$ cat config.mk
export PLATFORM = sky130hd
export DESIGN_NAME = store_buffer
export DESIGN_NICKNAME = d
export VERILOG_FILES = /design/src/common/lsu_pkg.sv /design/src/load_store_unit/store_buffer.sv
export SDC_FILE = /design/constraint.sdc
export NUM_CORES = 1
export LEC_CHECK = 0
export BUFFER_PORTS_ARGS = -buffer_cell sky130_fd_sc_hd__clkbuf_2
export CORE_ASPECT_RATIO = 0.8
export CORE_MARGIN = 1.5
export CORE_UTILIZATION = 54
export CTS_BUF_LIST = sky130_fd_sc_hd__clkbuf_16
export CTS_CLUSTER_SIZE = 12
export DETAILED_ROUTE_END_ITERATION = 6
export PLACE_DENSITY_LB_ADDON = 0.12
export SLEW_MARGIN = 15
export SYNTH_ARGS = -nofsm -noshare
export SYNTH_HDL_FRONTEND = slang
export SYNTH_SLANG_ARGS = --single-unit
$ cat constraint.sdc
create_clock -name clk_i -period 5 [get_ports clk_i]
set_input_delay 0.75 -clock clk_i [delete_from_list [all_inputs] [get_ports clk_i]]
set_output_delay 0.75 -clock clk_i [all_outputs]
set_load 0.1 [all_outputs]
$ cat src/common/lsu_pkg.sv
package lsu_pkg;

    // ------------------------------
    // Basic data types
    // ------------------------------

    // Full data word, also used for byte addresses
    typedef logic [31:0] data_word_t;

    // Word index, the byte address without its two offset bits
    typedef logic [29:0] word_addr_t;

    // Size of a load access
    typedef enum logic [1:0] {
        LDB,
        LDH,
        LDW
    } load_width_t;

    // ------------------------------
    // Load micro-operation
    // ------------------------------

    // Selects the access size and whether the result is sign extended
    typedef struct packed {
        load_width_t width;
        logic        signed_load;
    } ldu_uop_t;

    // ------------------------------
    // Memory port
    // ------------------------------

    // Request to the data memory
    // Read and write are never set together, each master keeps its
    // fields at zero while it does not own the port
    typedef struct packed {
        logic       read;
        logic       write;
        word_addr_t address;
        data_word_t wdata;
    } mem_req_t;

    // Read response, valid for a single cycle
    typedef struct packed {
        logic       valid;
        data_word_t rdata;
    } mem_rsp_t;

    // ------------------------------
    // Memory map
    // ------------------------------

    // IO window, only reachable from machine mode
    // The lower bound is inclusive and the upper bound is exclusive
    localparam data_word_t IO_START = 32'h0000_0F00;
    localparam data_word_t IO_END   = 32'h0000_1000;

endpackage : lsu_pkg

$ cat src/load_store_unit/store_buffer.sv
`timescale 1ns/100ps

module store_buffer import lsu_pkg::*; #(
    // Number of entries, a power of two of at least two
    parameter int STB_DEPTH = 4
) (
    input  logic       clk_i,
    input  logic       rst_n_i,

    // Store issue, single cycle strobe
    input  logic       store_valid_i,
    input  data_word_t store_address_i,
    input  data_word_t store_data_i,

    // Forwarding lookup from the load unit
    input  data_word_t load_address_i,
    output logic       fwd_match_o,
    output data_word_t fwd_data_o,

    // Load unit owns the memory port in this cycle
    input  logic       load_busy_i,
    output mem_req_t   mem_req_o,

    output logic       stb_full_o
);

    localparam int PTR_W = $clog2(STB_DEPTH);

    typedef struct packed {
        word_addr_t address;
        data_word_t data;
    } stb_entry_t;

    // ------------------------------
    // Storage and pointers
    // ------------------------------

    stb_entry_t       entries [STB_DEPTH];
    logic [PTR_W-1:0] wr_ptr_q, rd_ptr_q;
    logic [PTR_W:0]   count_q;
    logic             push, pop;

    assign stb_full_o = (count_q == (PTR_W + 1)'(STB_DEPTH));

    // Full flag is a rule for the issuer, the push is still guarded
    assign push = store_valid_i & !stb_full_o;

    // Drain only in cycles where the load unit leaves the port free
    assign pop = (count_q != '0) & !load_busy_i;

    always_ff @(posedge clk_i) begin
        if (!rst_n_i) begin
            wr_ptr_q <= '0;
            rd_ptr_q <= '0;
            count_q  <= '0;
        end else begin
            if (push) wr_ptr_q <= wr_ptr_q + 1'b1;
            if (pop) rd_ptr_q <= rd_ptr_q + 1'b1;
            count_q <= count_q + (PTR_W + 1)'(push) - (PTR_W + 1)'(pop);
        end
    end

    always_ff @(posedge clk_i) begin
        if (push) begin
            entries[wr_ptr_q] <= '{address: store_address_i[31:2], data: store_data_i};
        end
    end

    // ------------------------------
    // Forwarding search
    // ------------------------------

    // Walk back from the last written slot so the newest match wins
    always_comb begin
        logic [PTR_W-1:0] idx;

        fwd_match_o = 1'b0;
        fwd_data_o  = '0;
        for (int i = 0; i < STB_DEPTH; i++) begin
            idx = wr_ptr_q - PTR_W'(1) - PTR_W'(i);
            if (!fwd_match_o && (i < count_q)
                    && (entries[idx].address == load_address_i[31:2])) begin
                fwd_match_o = 1'b1;
                fwd_data_o  = entries[idx].data;
            end
        end
    end

    // ------------------------------
    // Drain to memory
    // ------------------------------

    always_comb begin
        mem_req_o = '0;
        if (pop) begin
            mem_req_o.write   = 1'b1;
            mem_req_o.address = entries[rd_ptr_q].address;
            mem_req_o.wdata   = entries[rd_ptr_q].data;
        end
    end

    // The issuer has to hold stores back while the buffer is full
    assert property (@(posedge clk_i) disable iff (!rst_n_i)
        store_valid_i |-> !stb_full_o);

endmodule : store_buffer

# Yosys cells after proc, flatten, opt, wreduce, memory -nomap -nowiden
# Memories as Yosys holds them, arrays and structs flattened. A register that Yosys moved wholly into a read port is not among the register bits.
# Cells that the tools add are included.
# totals
n_memories,1
reg_bits,7
in_bits,100
wordCells,49
ram_bits,248
output_inout_bits,98
# op_classes
n_eq_ne,5
n_bitwise,2
n_lt_le_gt_ge,4
mux,13
add_sub_neg,8
n_reduce_logical,13
# mem_list
memory,words,word_bits,rd,rd_ports_with_merged_regs,write_ports,line,source
entries,4,62,5,1,1,store_buffer.sv:38,stb_entry_t entries [STB_DEPTH];
# ops
operator,n
2-to-1 mux 32 bit,4
== test 30 bit,4
2-to-1 mux 63 bit,1
logical AND 1 bit,7
"< comparator 1 x 3 -> 1 bit, first input constant",2
"< comparator 2 x 3 -> 1 bit, first input constant",2
2-to-1 mux 1 bit,6
zero test 1 bit,5
"adder 2 x 1 -> 2 bit, second input constant",2
2-to-1 mux 2 bit,2
"subtractor 2 x 1 -> 2 bit, second input constant",2
"subtractor 2 bit, second input constant",2
adder 3 x 1 -> 3 bit,1
"== test 3 bit, second input constant",1
nonzero test 3 bit,1
subtractor 3 x 1 -> 3 bit,1
AND 1 bit,2

# Longest topological paths before layout
# An unclocked memory read counts as a cell.
# depth
ltp_word,17
depth_mapped,25
mapped_depth_nobuf,11

# Worst setup path after synthesis
# No wires, ideal clock.
# synth_path
path_kind,flip-flop to output port
from,register wr_ptr_q[0]
to,output port fwd_data_o[8]
n_path_buf,12
arrival_ps,5874
setup_slack_ps,-1624
required_ps,4250
path_stages_with_launch,23
cell_sequence,dfxtp_1 > buf_6 > buf_6 > buf_6 > buf_6 > buf_6 > clkbuf_1 > buf_2 > buf_2 > inv_1 > ha_1 > buf_4 > buf_6 > buf_2 > buf_4 > mux4_2 > xnor2_1 > nand4_1 > nor4_4 > nand4_4 > nand4_4 > nand2_1 > o211ai_1
# synth_between
elab_chain_cells,17
# synth_lines
element,line,source
"start, declared",store_buffer.sv:39,"logic [PTR_W-1:0] wr_ptr_q, rd_ptr_q;"
"start signal, assigned",store_buffer.sv:57,if (push) wr_ptr_q <= wr_ptr_q + 1'b1;
subtractor 2 x 1 -> 2 bit (*),store_buffer.sv:80,idx = wr_ptr_q - PTR_W'(1) - PTR_W'(i);
memory read (4 x 62 bit) (*),n/a,
== test 30 bit,store_buffer.sv:82,&& (entries[idx].address == load_address_i[31:2])) begin
logical AND 1 bit,store_buffer.sv:82,
2-to-1 mux 1 bit,store_buffer.sv:81,if (!fwd_match_o && (i < count_q)
zero test 1 bit,store_buffer.sv:81,
logical AND 1 bit,store_buffer.sv:81,
logical AND 1 bit,store_buffer.sv:82,
2-to-1 mux 1 bit,store_buffer.sv:81,
zero test 1 bit,store_buffer.sv:81,
logical AND 1 bit,store_buffer.sv:81,
logical AND 1 bit,store_buffer.sv:82,
2-to-1 mux 1 bit,store_buffer.sv:81,
zero test 1 bit,store_buffer.sv:81,
logical AND 1 bit,store_buffer.sv:81,
logical AND 1 bit,store_buffer.sv:82,
2-to-1 mux 32 bit (*),store_buffer.sv:81,
"end, declared",store_buffer.sv:18,"output data_word_t fwd_data_o,"
# Mark *: on every way between the ends. The rest lies on a longest branch, timed or not.

# Worst setup path after layout
# layout_path
from,register wr_ptr_q[0]
to,output port fwd_data_o[18]
# The elaborated chain is that of the path after synthesis.

==> results.cfg <==
[drt]
remaining_drc_errors = 0
vias_per_cell = 6.380
via_count = 13770
firstDrtPassIters = 5
avgRoutedWirePerCell_um = 25.72
wl_mm = 55.50
ant_nets = 0
drtIter0Drc = 1424

[timing]
timing.final.crit_share_pct = 99.32
fin_worst_skew_ps = 14.87
finalSetupViolations = 0
fmax_mhz = 201.4
worstMarginPinSlew_ps = 995.4
rsz0062_at_grt = true
fin_crit_ps = 4966
hold_ws_ps = 400.0
hold_viol_final = 0
fin_tns_setup_ps = 0
slew_viol_final = 0
slew_headroom_pct = 33.64
setup_ws_ps = 34.12

[cells_and_area]
area.growth.synth_to_final_pct = 19.99
drive_gt1_share_pct = 33.43
nFillCells = 2496
final_core_utilization_pct = 66.16
seqCellArea_mm2 = 0.007639
mostFrequentLayoutCells = edfxtp_1, mux2i_1, clkbuf_2
fin_nets = 1818
final_area_mm2 = 0.02159
final_common_cell = edfxtp_1
multiInputGateArea_mm2 = 0.009966

[placement]
gp_congestion = 0.9854
portBuffers = 192
dp_hpwl_mm = 36.96
placed_area_mm2 = 0.02007
preCtsSetupSlack_ps = 317.0

[clock_tree]
clock_latency_ps = 570
cts.sinks = 257
cts_max_level = 1
clkTransAtPathRegs_ps = 60
cts-root-buf = clkbuf_16
hold_buffers = 0
clockBufferDepth = 3
cts_made_buffers = 29
cts_tree = built

[hold_path]
hold_path_depth = 1
hold_path_class = in2reg

[critical_path]
cp.arrival_ps = 4220
crit_required_ps = 4250
crit_path_start_kind = flip-flop
critical_path_class = reg2out
worstSetupEndpointType = output pin
crit_fanout = 43
rr_worst_depth = 10

[pwr]
seqPwrFrac_pct = 27.9
switchingPower_mw = 4.698
p_clk_share_pct = 19.8
power_frac_comb_pct = 52.3
ir_worst_vdd_mv = 0.3340
p_int_mw = 5.713
leakage_nw = 7.579
powerDensity_mw_per_mm2 = 482.2
switching_share_pct = 45.13

[logic_synthesis]
netlist_area_mm2 = 0.01799
avgSynthCellArea_um2 = 11.73
synth_enable_flop_cells = 248
yosysSeqAreaShare_pct = 42.39
synth_ff_type = edfxtp_1
synth_cells = 1534
synth_cell_types = 66
async_reset_ff_share_pct = 0
ys_ff_latch = 257
synth_nets = 1643
ys_warn_count = 0

[outcome]
status = completed

[grt]
antenna_found_initial = 4
grt_pass1_vias = 12980
grt_use_total_pct = 30.72
grt_pass1_wl_mm = 80.81
grt_max_degree = 117
grt.overflow.total = 0

[floorplanning]
initial_core_util_pct = 55.14
pin_count = 198
die_y_um = 166.3
std_cell_rows = 59
dieArea_mm2 = 0.03443
die_x_um = 207.1
core_area_mm2 = 0.03263

[job]
maxCapViolCount = 0
[metal layers]
metal / track usage (%) / share of wire [%] / vias up
met5: 0 / 0.040 / -
met4: 6.774 / 2.1 / 4
met3: 8.264 / 9.5 / 69
met2: 44.28 / 43 / 602
met1: 46.22 / 46 / 6868
li1: - / - / 6226
[area by class of cell]
| class | instances | area share, % |
|---|---|---|
| inverter | 12 | 0.3188 |
| clock inverter | 22 | 0.8288 |
| clock buffer | 29 | 3.362 |
| antenna | 2 | 0.02318 |
| tap | 427 | 2.475 |
| timing repair buffer | 284 | 11.45 |
| sequential | 257 | 35.38 |
| multi-input combinational | 1125 | 46.16 |
[stage by stage]
step	instances	total power, mW
after floorplan	1534	6.991
after global placement	2070	7.966
after detailed placement	2070	8.046
after CTS	2127	10.24
after global routing	2157	10.84
final	2158	10.41
[sequential cells by signal, summed over array words and instances (netlist names), named ones only]
name and count:
wr_ptr_q 2, count_q 3, rd_ptr_q 2, entries 248
[critical path, stage by stage (launching register included)]
cell       delay, ps
dfxtp_4          470
bufbuf_16        460
mux2i_1          170
nand2_1          100
o21ai_0          120
xnor2_1          480
nand4_1          330
nor4_2           290
buf_4            180
nand4_4          130
buf_4            190
buf_8            150
buf_4            160
o22ai_4          170
buf_12           200
[power groups by stage]
stage	sequential (mW)	combinational, mW	clock, mW
global route	2.94	5.74	2.16
floorplan	2.78	4.21	0
finish	2.91	5.44	2.06
global placement	2.93	5.04	0
CTS	2.91	5.24	2.09
detailed placement	2.94	5.10	0
[synth_stat cells (all sizes together) (9+ instances only)]
cell / count / area, um^2
o22ai: 36 / 419.2
mux4: 89 / 2004
edfxtp: 248 / 7447
dfxtp: 9 / 180.2
xnor2: 60 / 525.5
and2: 74 / 462.9
inv: 12 / 47.55
o21ai: 145 / 834.5
buf: 65 / 447.9
nand2: 88 / 330.3
clkbuf: 75 / 292.8
nor4: 13 / 102.6
a21oi: 115 / 575.6
mux2i: 184 / 1842
mux2: 74 / 833.3
nand4: 14 / 117.6
nor3: 12 / 70.07
xor2: 39 / 341.6
nor2: 93 / 349.1
[repair_timing]
item	CTS	global route
resized for setup	6	31
pin swaps	3	11
gates cloned	2	9
buffers inserted	4	20
setup endpoints to repair	33	32
[cells by family after synthesis]
kind of cell / share of synthesized area, %
multiplexers: 26.01
AND/OR/NAND/NOR: 8.762
XOR/XNOR: 4.819
flip-flops: 42.39
buffers and inverters: 4.381
other: 0.02084
adder cells (fa/ha/maj): 0.6676
AO/OA/AOI/OAI: 12.95
[path summary, 6_finish.rpt]
check                                               from                        to  slack, ps
worst max-delay path            wr_ptr_q[0]$_SDFFE_PN0P_            fwd_data_o[18]         30
worst min-delay path                 store_address_i[18]  entries[1][48]$_DFFE_PP_        400
worst max register to register     count_q[1]$_SDFF_PN0_     count_q[2]$_SDFF_PN0_       2210
worst min register to register  rd_ptr_q[1]$_SDFFE_PN0P_                 flip-flop        570
Note: power is estimated with default switching activity, not from simulation.
