**src/common/lsu_pkg.sv**
```systemverilog
package lsu_pkg;

    // ------------------------------
    // Basic data types
    // ------------------------------

    // Full data word, also used for byte addresses
    typedef logic [31:0] data_word_t;

    // Word index, the byte address without its two offset bits
    typedef logic [29:0] word_addr_t;

    // Size of a load access
    typedef enum logic [1:0] {
        LDB,
        LDH,
        LDW
    } load_width_t;

    // ------------------------------
    // Load micro-operation
    // ------------------------------

    // Selects the access size and whether the result is sign extended
    typedef struct packed {
        load_width_t width;
        logic        signed_load;
    } ldu_uop_t;

    // ------------------------------
    // Memory port
    // ------------------------------

    // Request to the data memory
    // Read and write are never set together, each master keeps its
    // fields at zero while it does not own the port
    typedef struct packed {
        logic       read;
        logic       write;
        word_addr_t address;
        data_word_t wdata;
    } mem_req_t;

    // Read response, valid for a single cycle
    typedef struct packed {
        logic       valid;
        data_word_t rdata;
    } mem_rsp_t;

    // ------------------------------
    // Memory map
    // ------------------------------

    // IO window, only reachable from machine mode
    // The lower bound is inclusive and the upper bound is exclusive
    localparam data_word_t IO_START = 32'h0000_0F00;
    localparam data_word_t IO_END   = 32'h0000_1000;

endpackage : lsu_pkg

```
**src/load_store_unit/load_unit.sv**
```systemverilog
`timescale 1ns/100ps

module load_unit import lsu_pkg::*; (
    input  logic       clk_i,
    input  logic       rst_n_i,
    // High while the core runs in machine mode
    input  logic       prv_level_i,

    // Load issue
    input  logic       valid_operation_i,
    input  data_word_t load_address_i,
    input  ldu_uop_t   operation_i,

    // Forwarding from the store buffer
    input  logic       fwd_match_i,
    input  data_word_t fwd_data_i,

    // Memory port
    output mem_req_t   mem_req_o,
    input  mem_rsp_t   mem_rsp_i,

    // Result and status
    output data_word_t data_loaded_o,
    output logic       idle_o,
    output logic       illegal_access_o,
    output logic       data_valid_o
);

    typedef enum logic {IDLE, WAIT} ldu_state_t;

    // ------------------------------
    // Privilege check
    // ------------------------------

    // User mode code must not read the IO window
    logic illegal_priv_access;

    assign illegal_priv_access = (load_address_i >= IO_START) & (load_address_i < IO_END)
                                 & !prv_level_i;

    // ------------------------------
    // Operation registers
    // ------------------------------

    ldu_state_t state_q, state_d;
    logic       match_q, match_d;
    data_word_t load_data_q, load_data_d;
    ldu_uop_t   operation_q;
    data_word_t load_address_q;

    always_ff @(posedge clk_i) begin
        if (!rst_n_i) begin
            state_q <= IDLE;
            match_q <= 1'b0;
        end else begin
            state_q <= state_d;
            match_q <= match_d;
        end
    end

    // Payload registers are loaded when a new operation is accepted
    always_ff @(posedge clk_i) begin
        load_data_q <= load_data_d;
        if (valid_operation_i && (state_q == IDLE)) begin
            operation_q    <= operation_i;
            load_address_q <= load_address_i;
        end
    end

    // ------------------------------
    // Subword slicing
    // ------------------------------

    // A forwarding hit keeps its word locally and a miss takes the memory data
    data_word_t data_selected;
    data_word_t data_sliced;
    logic [7:0] byte_sel;
    logic [15:0] half_sel;

    assign data_selected = match_q ? load_data_q : mem_rsp_i.rdata;

    // The byte offset picks the lane and a half-word uses only bit 1
    assign byte_sel = data_selected[8 * load_address_q[1:0] +: 8];
    assign half_sel = data_selected[16 * load_address_q[1] +: 16];

    always_comb begin
        data_sliced = data_selected;
        case (operation_q.width)
            LDB: data_sliced = {{24{operation_q.signed_load & byte_sel[7]}}, byte_sel};
            LDH: data_sliced = {{16{operation_q.signed_load & half_sel[15]}}, half_sel};
            default: data_sliced = data_selected;
        endcase
    end

    // ------------------------------
    // FSM
    // ------------------------------

    always_comb begin
        state_d          = state_q;
        match_d          = match_q;
        load_data_d      = load_data_q;
        mem_req_o        = '0;
        idle_o           = 1'b0;
        data_valid_o     = 1'b0;
        data_loaded_o    = '0;
        illegal_access_o = 1'b0;

        case (state_q)
            IDLE: begin
                idle_o = 1'b1;
                if (valid_operation_i) begin
                    if (illegal_priv_access) begin
                        // Rejected in place with no request and no result
                        illegal_access_o = 1'b1;
                    end else begin
                        state_d = WAIT;
                        if (fwd_match_i) begin
                            // Pending store holds the newest value of this word
                            load_data_d = fwd_data_i;
                            match_d     = 1'b1;
                        end else begin
                            mem_req_o.read    = 1'b1;
                            mem_req_o.address = load_address_i[31:2];
                        end
                    end
                end
            end

            WAIT: begin
                data_loaded_o = data_sliced;
                // Forwarded data finishes at once and memory data after its latency
                if (match_q | mem_rsp_i.valid) begin
                    state_d      = IDLE;
                    match_d      = 1'b0;
                    data_valid_o = 1'b1;
                end
            end

            default: state_d = IDLE;
        endcase
    end

    // A result from memory arrives exactly two cycles after its read
    assert property (@(posedge clk_i) disable iff (!rst_n_i)
        (data_valid_o && !match_q) |-> $past(mem_req_o.read, 2));

endmodule : load_unit

```
**config.mk**
```make
export PLATFORM = sky130hd
export DESIGN_NAME = load_unit
export DESIGN_NICKNAME = d
export VERILOG_FILES = /design/src/common/lsu_pkg.sv /design/src/load_store_unit/load_unit.sv
export SDC_FILE = /design/constraint.sdc
export NUM_CORES = 1
export LEC_CHECK = 0
export ABC_AREA = 1
export BUFFER_PORTS_ARGS = -buffer_cell sky130_fd_sc_hd__buf_4
export CORE_MARGIN = 5
export CORE_UTILIZATION = 47
export DETAILED_ROUTE_END_ITERATION = 10
export PLACE_DENSITY = 0.95
export SYNTH_ARGS = -nofsm -noshare
export SYNTH_HDL_FRONTEND = slang
export SYNTH_SLANG_ARGS = --single-unit
export TNS_END_PERCENT = 50
```
**constraint.sdc**
```tcl
create_clock -name clk_i -period 2.82 [get_ports clk_i]
set_clock_uncertainty 0.1 [all_clocks]
set_input_delay 0.141 -clock clk_i [delete_from_list [all_inputs] [get_ports clk_i]]
set_output_delay 0.141 -clock clk_i [all_outputs]
set_load 0.05 [all_outputs]
```
Word level (Yosys, flattened, before mapping)

Index checks and enable logic that the tools add are counted.

Add/subtract/negate cells: 0
Multiply operators: 0
Div/mod/pow operators: 0
Magnitude comparators: 2
Equal/unequal tests: 5
Shifts and indexed selects: 2
Muxes and demuxes: 26
Bitwise logic cells: 7
Reductions and logical operators: 5

Operators by type and width:

| operator                                                      | count |
|---|---|
| two-way mux 30 bit                                            | 4 |
| two-way mux 32 bit                                            | 2 |
| one-hot mux 32 bit (2 select lines)                           | 1 |
| >= comparator 32 x 12 -> 1 bit (second input constant)        | 1 |
| less-than comparator 32 x 13 -> 1 bit (second input constant) | 1 |
| variable part select 32 x 6 -> 16 bit                         | 1 |
| variable part select 32 x 6 -> 8 bit                          | 1 |
| two-way mux 1 bit                                             | 17 |
| AND reduction 4 bit                                           | 2 |
| != test 2 bit (second input constant)                         | 3 |
| bitwise AND 1 bit                                             | 4 |
| one-hot mux 1 bit (2 select lines)                            | 2 |
| == test 2 x 1 -> 1 bit (second input constant)                | 1 |
| zero test 2 bit                                               | 1 |
| != test 2 x 1 -> 1 bit (second input constant)                | 1 |
| NOT 1 bit                                                     | 2 |
| logical AND 1 bit                                             | 1 |
| zero test 1 bit                                               | 1 |
| OR 1 bit                                                      | 1 |

Register bits after elaboration: 39
Latch bits: 0
Bits in writable memories: 0
ROM bits: 0
Bits of input ports: 105
Output and inout bits: 99
Logic and storage cells: 53
Memories kept: 0

Longest topological paths before layout

Depth in word-level cells: 6
Mapped depth: 11

Worst setup path after synthesis

OpenSTA, ideal clock, no wires.

Path type: reg2out
Start: register state_q
End: output mem_req_o[32] (netlist name)
Data arrival time: 2.341 ns
Slack: 0.238 ns
Cell stages (with the launch flop): 9
Path buffers: 1
Cells stage by stage: dfxtp_1 inv_1 nand2_1 inv_1 nand2_1 nor2_1 inv_1 buf_2 nor2_1

RTL lines:

| item                     | RTL line        | RTL |
|---|---|---|
| start: declaration       | load_unit.sv:45 | `ldu_state_t state_q, state_d;` |
| start signal: assignment | load_unit.sv:56 | `state_q <= state_d;` |
| end: declaration         | load_unit.sv:19 | `output mem_req_t mem_req_o,` |

Final worst setup path

Start: register match_q
End: output data_loaded_o[4]

Word-level cells in the longest chain between the ends: 4
Elaborated cells between the ends (all ways): 5
Classes of those cells: 2 x shift; 3 x mux

Ends and longest elaborated chain:

| item                                                                                                 | RTL line                         | RTL |
|---|---|---|
| start: declaration                                                                                   | load_unit.sv:46                  | `logic match_q, match_d;` |
| start signal: assignment                                                                             | load_unit.sv:57                  | `match_q <= match_d;` |
| two-way mux 32 bit *                                                                                 | load_unit.sv:80                  | `assign data_selected = match_q ? load_data_q : mem_rsp_i.rdata;` |
| variable part select 32 x 6 -> 16 bit / variable part select 32 x 6 -> 8 bit (equally long branches) | load_unit.sv:84, load_unit.sv:83 |  |
| one-hot mux 32 bit (2 select lines) *                                                                | load_unit.sv:88                  | `case (operation_q.width)` |
| two-way mux 32 bit *                                                                                 | load_unit.sv:109                 | `case (state_q)` |
| end: declaration                                                                                     | load_unit.sv:23                  | `output data_word_t data_loaded_o,` |

Mark *: on every way between the ends. The rest lies on a longest branch, timed or not.

==> impl_results.rst <==
.. list-table::
   :header-rows: 1

   * - Metric
     - Value
   * - Run status
     - completed
   * - GR Overflow Total
     - 0
   * - Worst reg2reg path endpoint
     - load_data_q[8]
   * - Clock tree from TritonCTS
     - done
   * - Final Net Count
     - slightly below 800
   * - Min-delay src
     - rst_n_i
   * - Classification of the worst setup path
     - flip-flop to output pin
   * - Global routing usage summed across all routing layers
     - 0.277
   * - Vertical die dimension
     - between 90 and 100 µm
   * - Number of DRC violations after detailed routing
     - 0
   * - Clock tree buffer depth
     - 2
   * - Fraction of final layout cells sized beyond drive strength 1
     - 0.317
   * - Largest family of logic cells by synthesized area
     - simple AND/OR/NAND/NOR gates
   * - CTS clk-pin slew, worst paths
     - 0.08 ns
   * - Number of enable flip-flop cells after synthesis
     - 37
   * - Top_reg_cell synth
     - edfxtp_1
   * - Antenna diode instance count
     - 0
   * - Setup TNS
     - 0 ns
   * - Adder-cell share of the synthesized area
     - 0
   * - Effective utilization at floorplan
     - 0.485
   * - Final worst path period share
     - 0.932
   * - Number of standard-cell rows in the floorplan
     - 30
   * - FF/Latch Area
     - 0.00115 mm²
   * - Cell count after synthesis
     - roughly 470
   * - Number of gates given a new drive strength after cts
     - 0
   * - Proportion of synthesized flip-flops having asynchronous set or reset
     - 0
   * - Pins over their slew limit
     - 0
   * - Syn Area/Cell
     - between 6 and 7 µm²
   * - Simple-gate share of the synthesized area
     - 0.362
   * - Post-synthesis cell type with the largest combined area
     - edfxtp_1
   * - CP arrival
     - ~2.4 ns
   * - Vias
     - 3855
   * - Port buffer count
     - 170
   * - Later-pin clock latency in the skew report
     - 0.30 ns
   * - Area fraction of the dominant cell type after synthesis
     - 0.337
   * - Width of the die
     - ~94 µm
   * - Nature of the critical path endpoint
     - output pin
   * - Maximum Capacitance Violations
     - 0
   * - Area of the multi-input gates
     - 0.00160 mm²
   * - DR iter-0 viols
     - 466
   * - I/O pin cnt
     - 204
   * - Number of warning messages in the yosys log
     - 0
   * - Cells on worst reg2reg path
     - 6
   * - Leakage dissipation
     - approximately 2.6 nW
   * - Type of the most critical hold path
     - primary input to flip-flop
   * - Post-layout instance count excluding filler cells
     - 765
   * - CTS sink count
     - 39
   * - Critical path fanouts, max
     - 29
   * - Required time at the endpoint of the critical path
     - 2.58 ns
   * - Inst Count DP
     - 720
   * - Remaining antenna violation count
     - 0
   * - Compound-Gate Fraction of Synth Area
     - 0.0854
   * - Setup violators final
     - 0
   * - Worst hold slack across all endpoints
     - ~0.013 ns
   * - R2r startpoint
     - state_q
   * - Share of synthesized area spent on multiplexers
     - 0
   * - DRT Pass-1 Iters
     - 6
   * - Fraction of the yosys area taken by sequential cells
     - 0.349
   * - Setup repair after global routing missed its margin
     - no
   * - Maximum number of pins on one net before global-route repair
     - 35
   * - Placed wire-length estimate after detailed placement
     - ~9000 µm
   * - Fin util
     - 0.724
   * - Number of antenna violations at the first check in global routing
     - 0
   * - Post-synthesis to final-layout area growth
     - 49.1%
   * - FF-to-FF setup slack
     - between 0.9 and 1 ns
   * - Number of global-route vias before repair
     - ~3800
   * - Post-route minimum period
     - about 2.6 ns
   * - DRT Wirelength
     - between 10000 and 15000 µm
   * - Remaining max-slew budget at the tightest pin
     - 0.643
   * - Post-synth design cell area
     - about 0.0033 mm²
   * - RD Place Congestion
     - between 0.9 and 1
   * - Pwr dens
     - approximately 390 mW/mm²
   * - Fraction of synthesized cell area in xor and xnor cells
     - 0
   * - First-pass GRT wire length
     - 19100 µm
   * - Number of levels the H-tree was split into
     - 2
   * - Sort of element at the start of the critical path
     - flip-flop
   * - Worst hold path cell count
     - 3
   * - Maximum vdd ir drop
     - about 0.44 mV
   * - Final Hold Fails
     - 0
   * - Vias/cell
     - 5.04
   * - Worst Max-Slew Pin Slew
     - approximately 0.53 ns
   * - WL per Instance
     - about 16 µm
   * - Clock Root Buffer
     - clkbuf_8
   * - Top achievable clock speed
     - about 380 MHz
   * - Synth area leaders
     - edfxtp_1, nand2_1, nor2_1
   * - Synth unique cells
     - 30
   * - Core area
     - between 0.006 and 0.007 mm²
   * - Synthesis-stage register bit count
     - 39
   * - Hold Path End
     - state_q
   * - Die area
     - 0.00879 mm²
   * - Number of filler instances in the final layout
     - 470
   * - Inserted Clock Buffers
     - 5
-- layout make-up --
type	count	area share
multi-input combinational	343	0.325
clock inverter	3	0.00484
tap	96	0.0244
sequential	39	0.234
clock buffer	5	0.0140
inverter	65	0.0517
timing repair buffer	214	0.346
-- power breakdown --
| part | internal, mW | total, mW | switching, mW |
|---|---|---|---|
| Sequential | 0.665 | 0.684 | 0.0183 |
| Clock | 0.177 | 0.407 | 0.230 |
| Combinational | 0.277 | 0.825 | 0.548 |
-- worst max-delay path by stage --
stage               slack (ns)            from                 to  cells past startpoint
floorplan                 0.24         state_q      mem_req_o[32]                      8
global placement          0.63  operation_q[2]   data_loaded_o[2]                      9
detailed placement        0.56  operation_q[2]  data_loaded_o[16]                      8
CTS                       0.23  operation_q[2]  data_loaded_o[16]                      8
global route             0.005  operation_q[2]   data_loaded_o[2]                      9
finish                    0.19         match_q   data_loaded_o[4]                      9
-- state kept, by name, summed over array words and instances, names as in the netlist --
signal          cells
operation_q         3
load_data_q        32
state_q             1
match_q             1
load_address_q      2
-- layer usage --
layer | share of wire | up-vias | wire (µm) | track usage
met2 | 0.50 | 320 | 6230 | 0.480
met4 | 0.050 | 0 | 625 | 0.140
met1 | 0.34 | 1693 | 4290 | 0.316
met3 | 0.11 | 56 | 1430 | 0.0641
li1 | - | 1786 | - | -
met5 | 0 | - | 0 | 0
-- timing repair --
| action | in CTS | in global routing |
|---|---|---|
| setup endpoints to repair | 0 | 0 |
| hold endpoints to repair | 37 | 0 |
| buffers inserted | 0 | 0 |
| hold buffers | 37 | 0 |
-- layout by cell type (no fill, tap or decap), drive strengths merged --
cell type and count:
dlygate4sd3 37, o211ai 10, nand2 124, edfxtp 37, nand4 2, nor3 3
nand3 24, o21ai 26, clkinvlp 2, nor2 87, dfxtp 2, and2 15
buf 177, conb 33, a31oi 1, or2 4, clkbuf 5, a21oi 14
inv 66
-- critical path, cell delays in order, from the launching register on --
cell	delay, ns
dfxtp_1	0.52
buf_4	0.37
nand2_1	0.08
and2_1	0.18
o21ai_1	0.17
inv_1	0.06
nand2_1	0.07
nand3_1	0.11
a21oi_1	0.27
buf_4	0.26
-- kinds of logic after synthesis --
group           count (synthesis)
compound gates                 51
buf+inv                       121
flops                          39
other cells                     1
simple gates                  259
-- synth_stat cells, types with 5 or more instances --
cell,instances
nor2_1,76
and2_1,15
buf_6,5
inv_1,61
nand3_1,19
a21oi_1,14
o21ai_0,15
nand2_1,118
nor2_4,11
o21ai_1,11
edfxtp_1,37
buf_4,37
o211ai_1,10
clkbuf_1,5
nand2_2,5
buf_2,8
-- per-stage QoR --
step | area, µm² | total power [mW] | setup WS (ns)
2_1_floorplan | 3420 | 1.25 | 0.238
3_5_place_dp | 4450 | 1.46 | 0.558
4_1_cts | 4920 | 1.88 | 0.228
6_report | 4920 | 1.92 | 0.191
5_1_grt | 4920 | 1.99 | 0.00533
3_3_place_gp | 4450 | 1.44 | 0.635
Power figures use the tool's default switching activity.
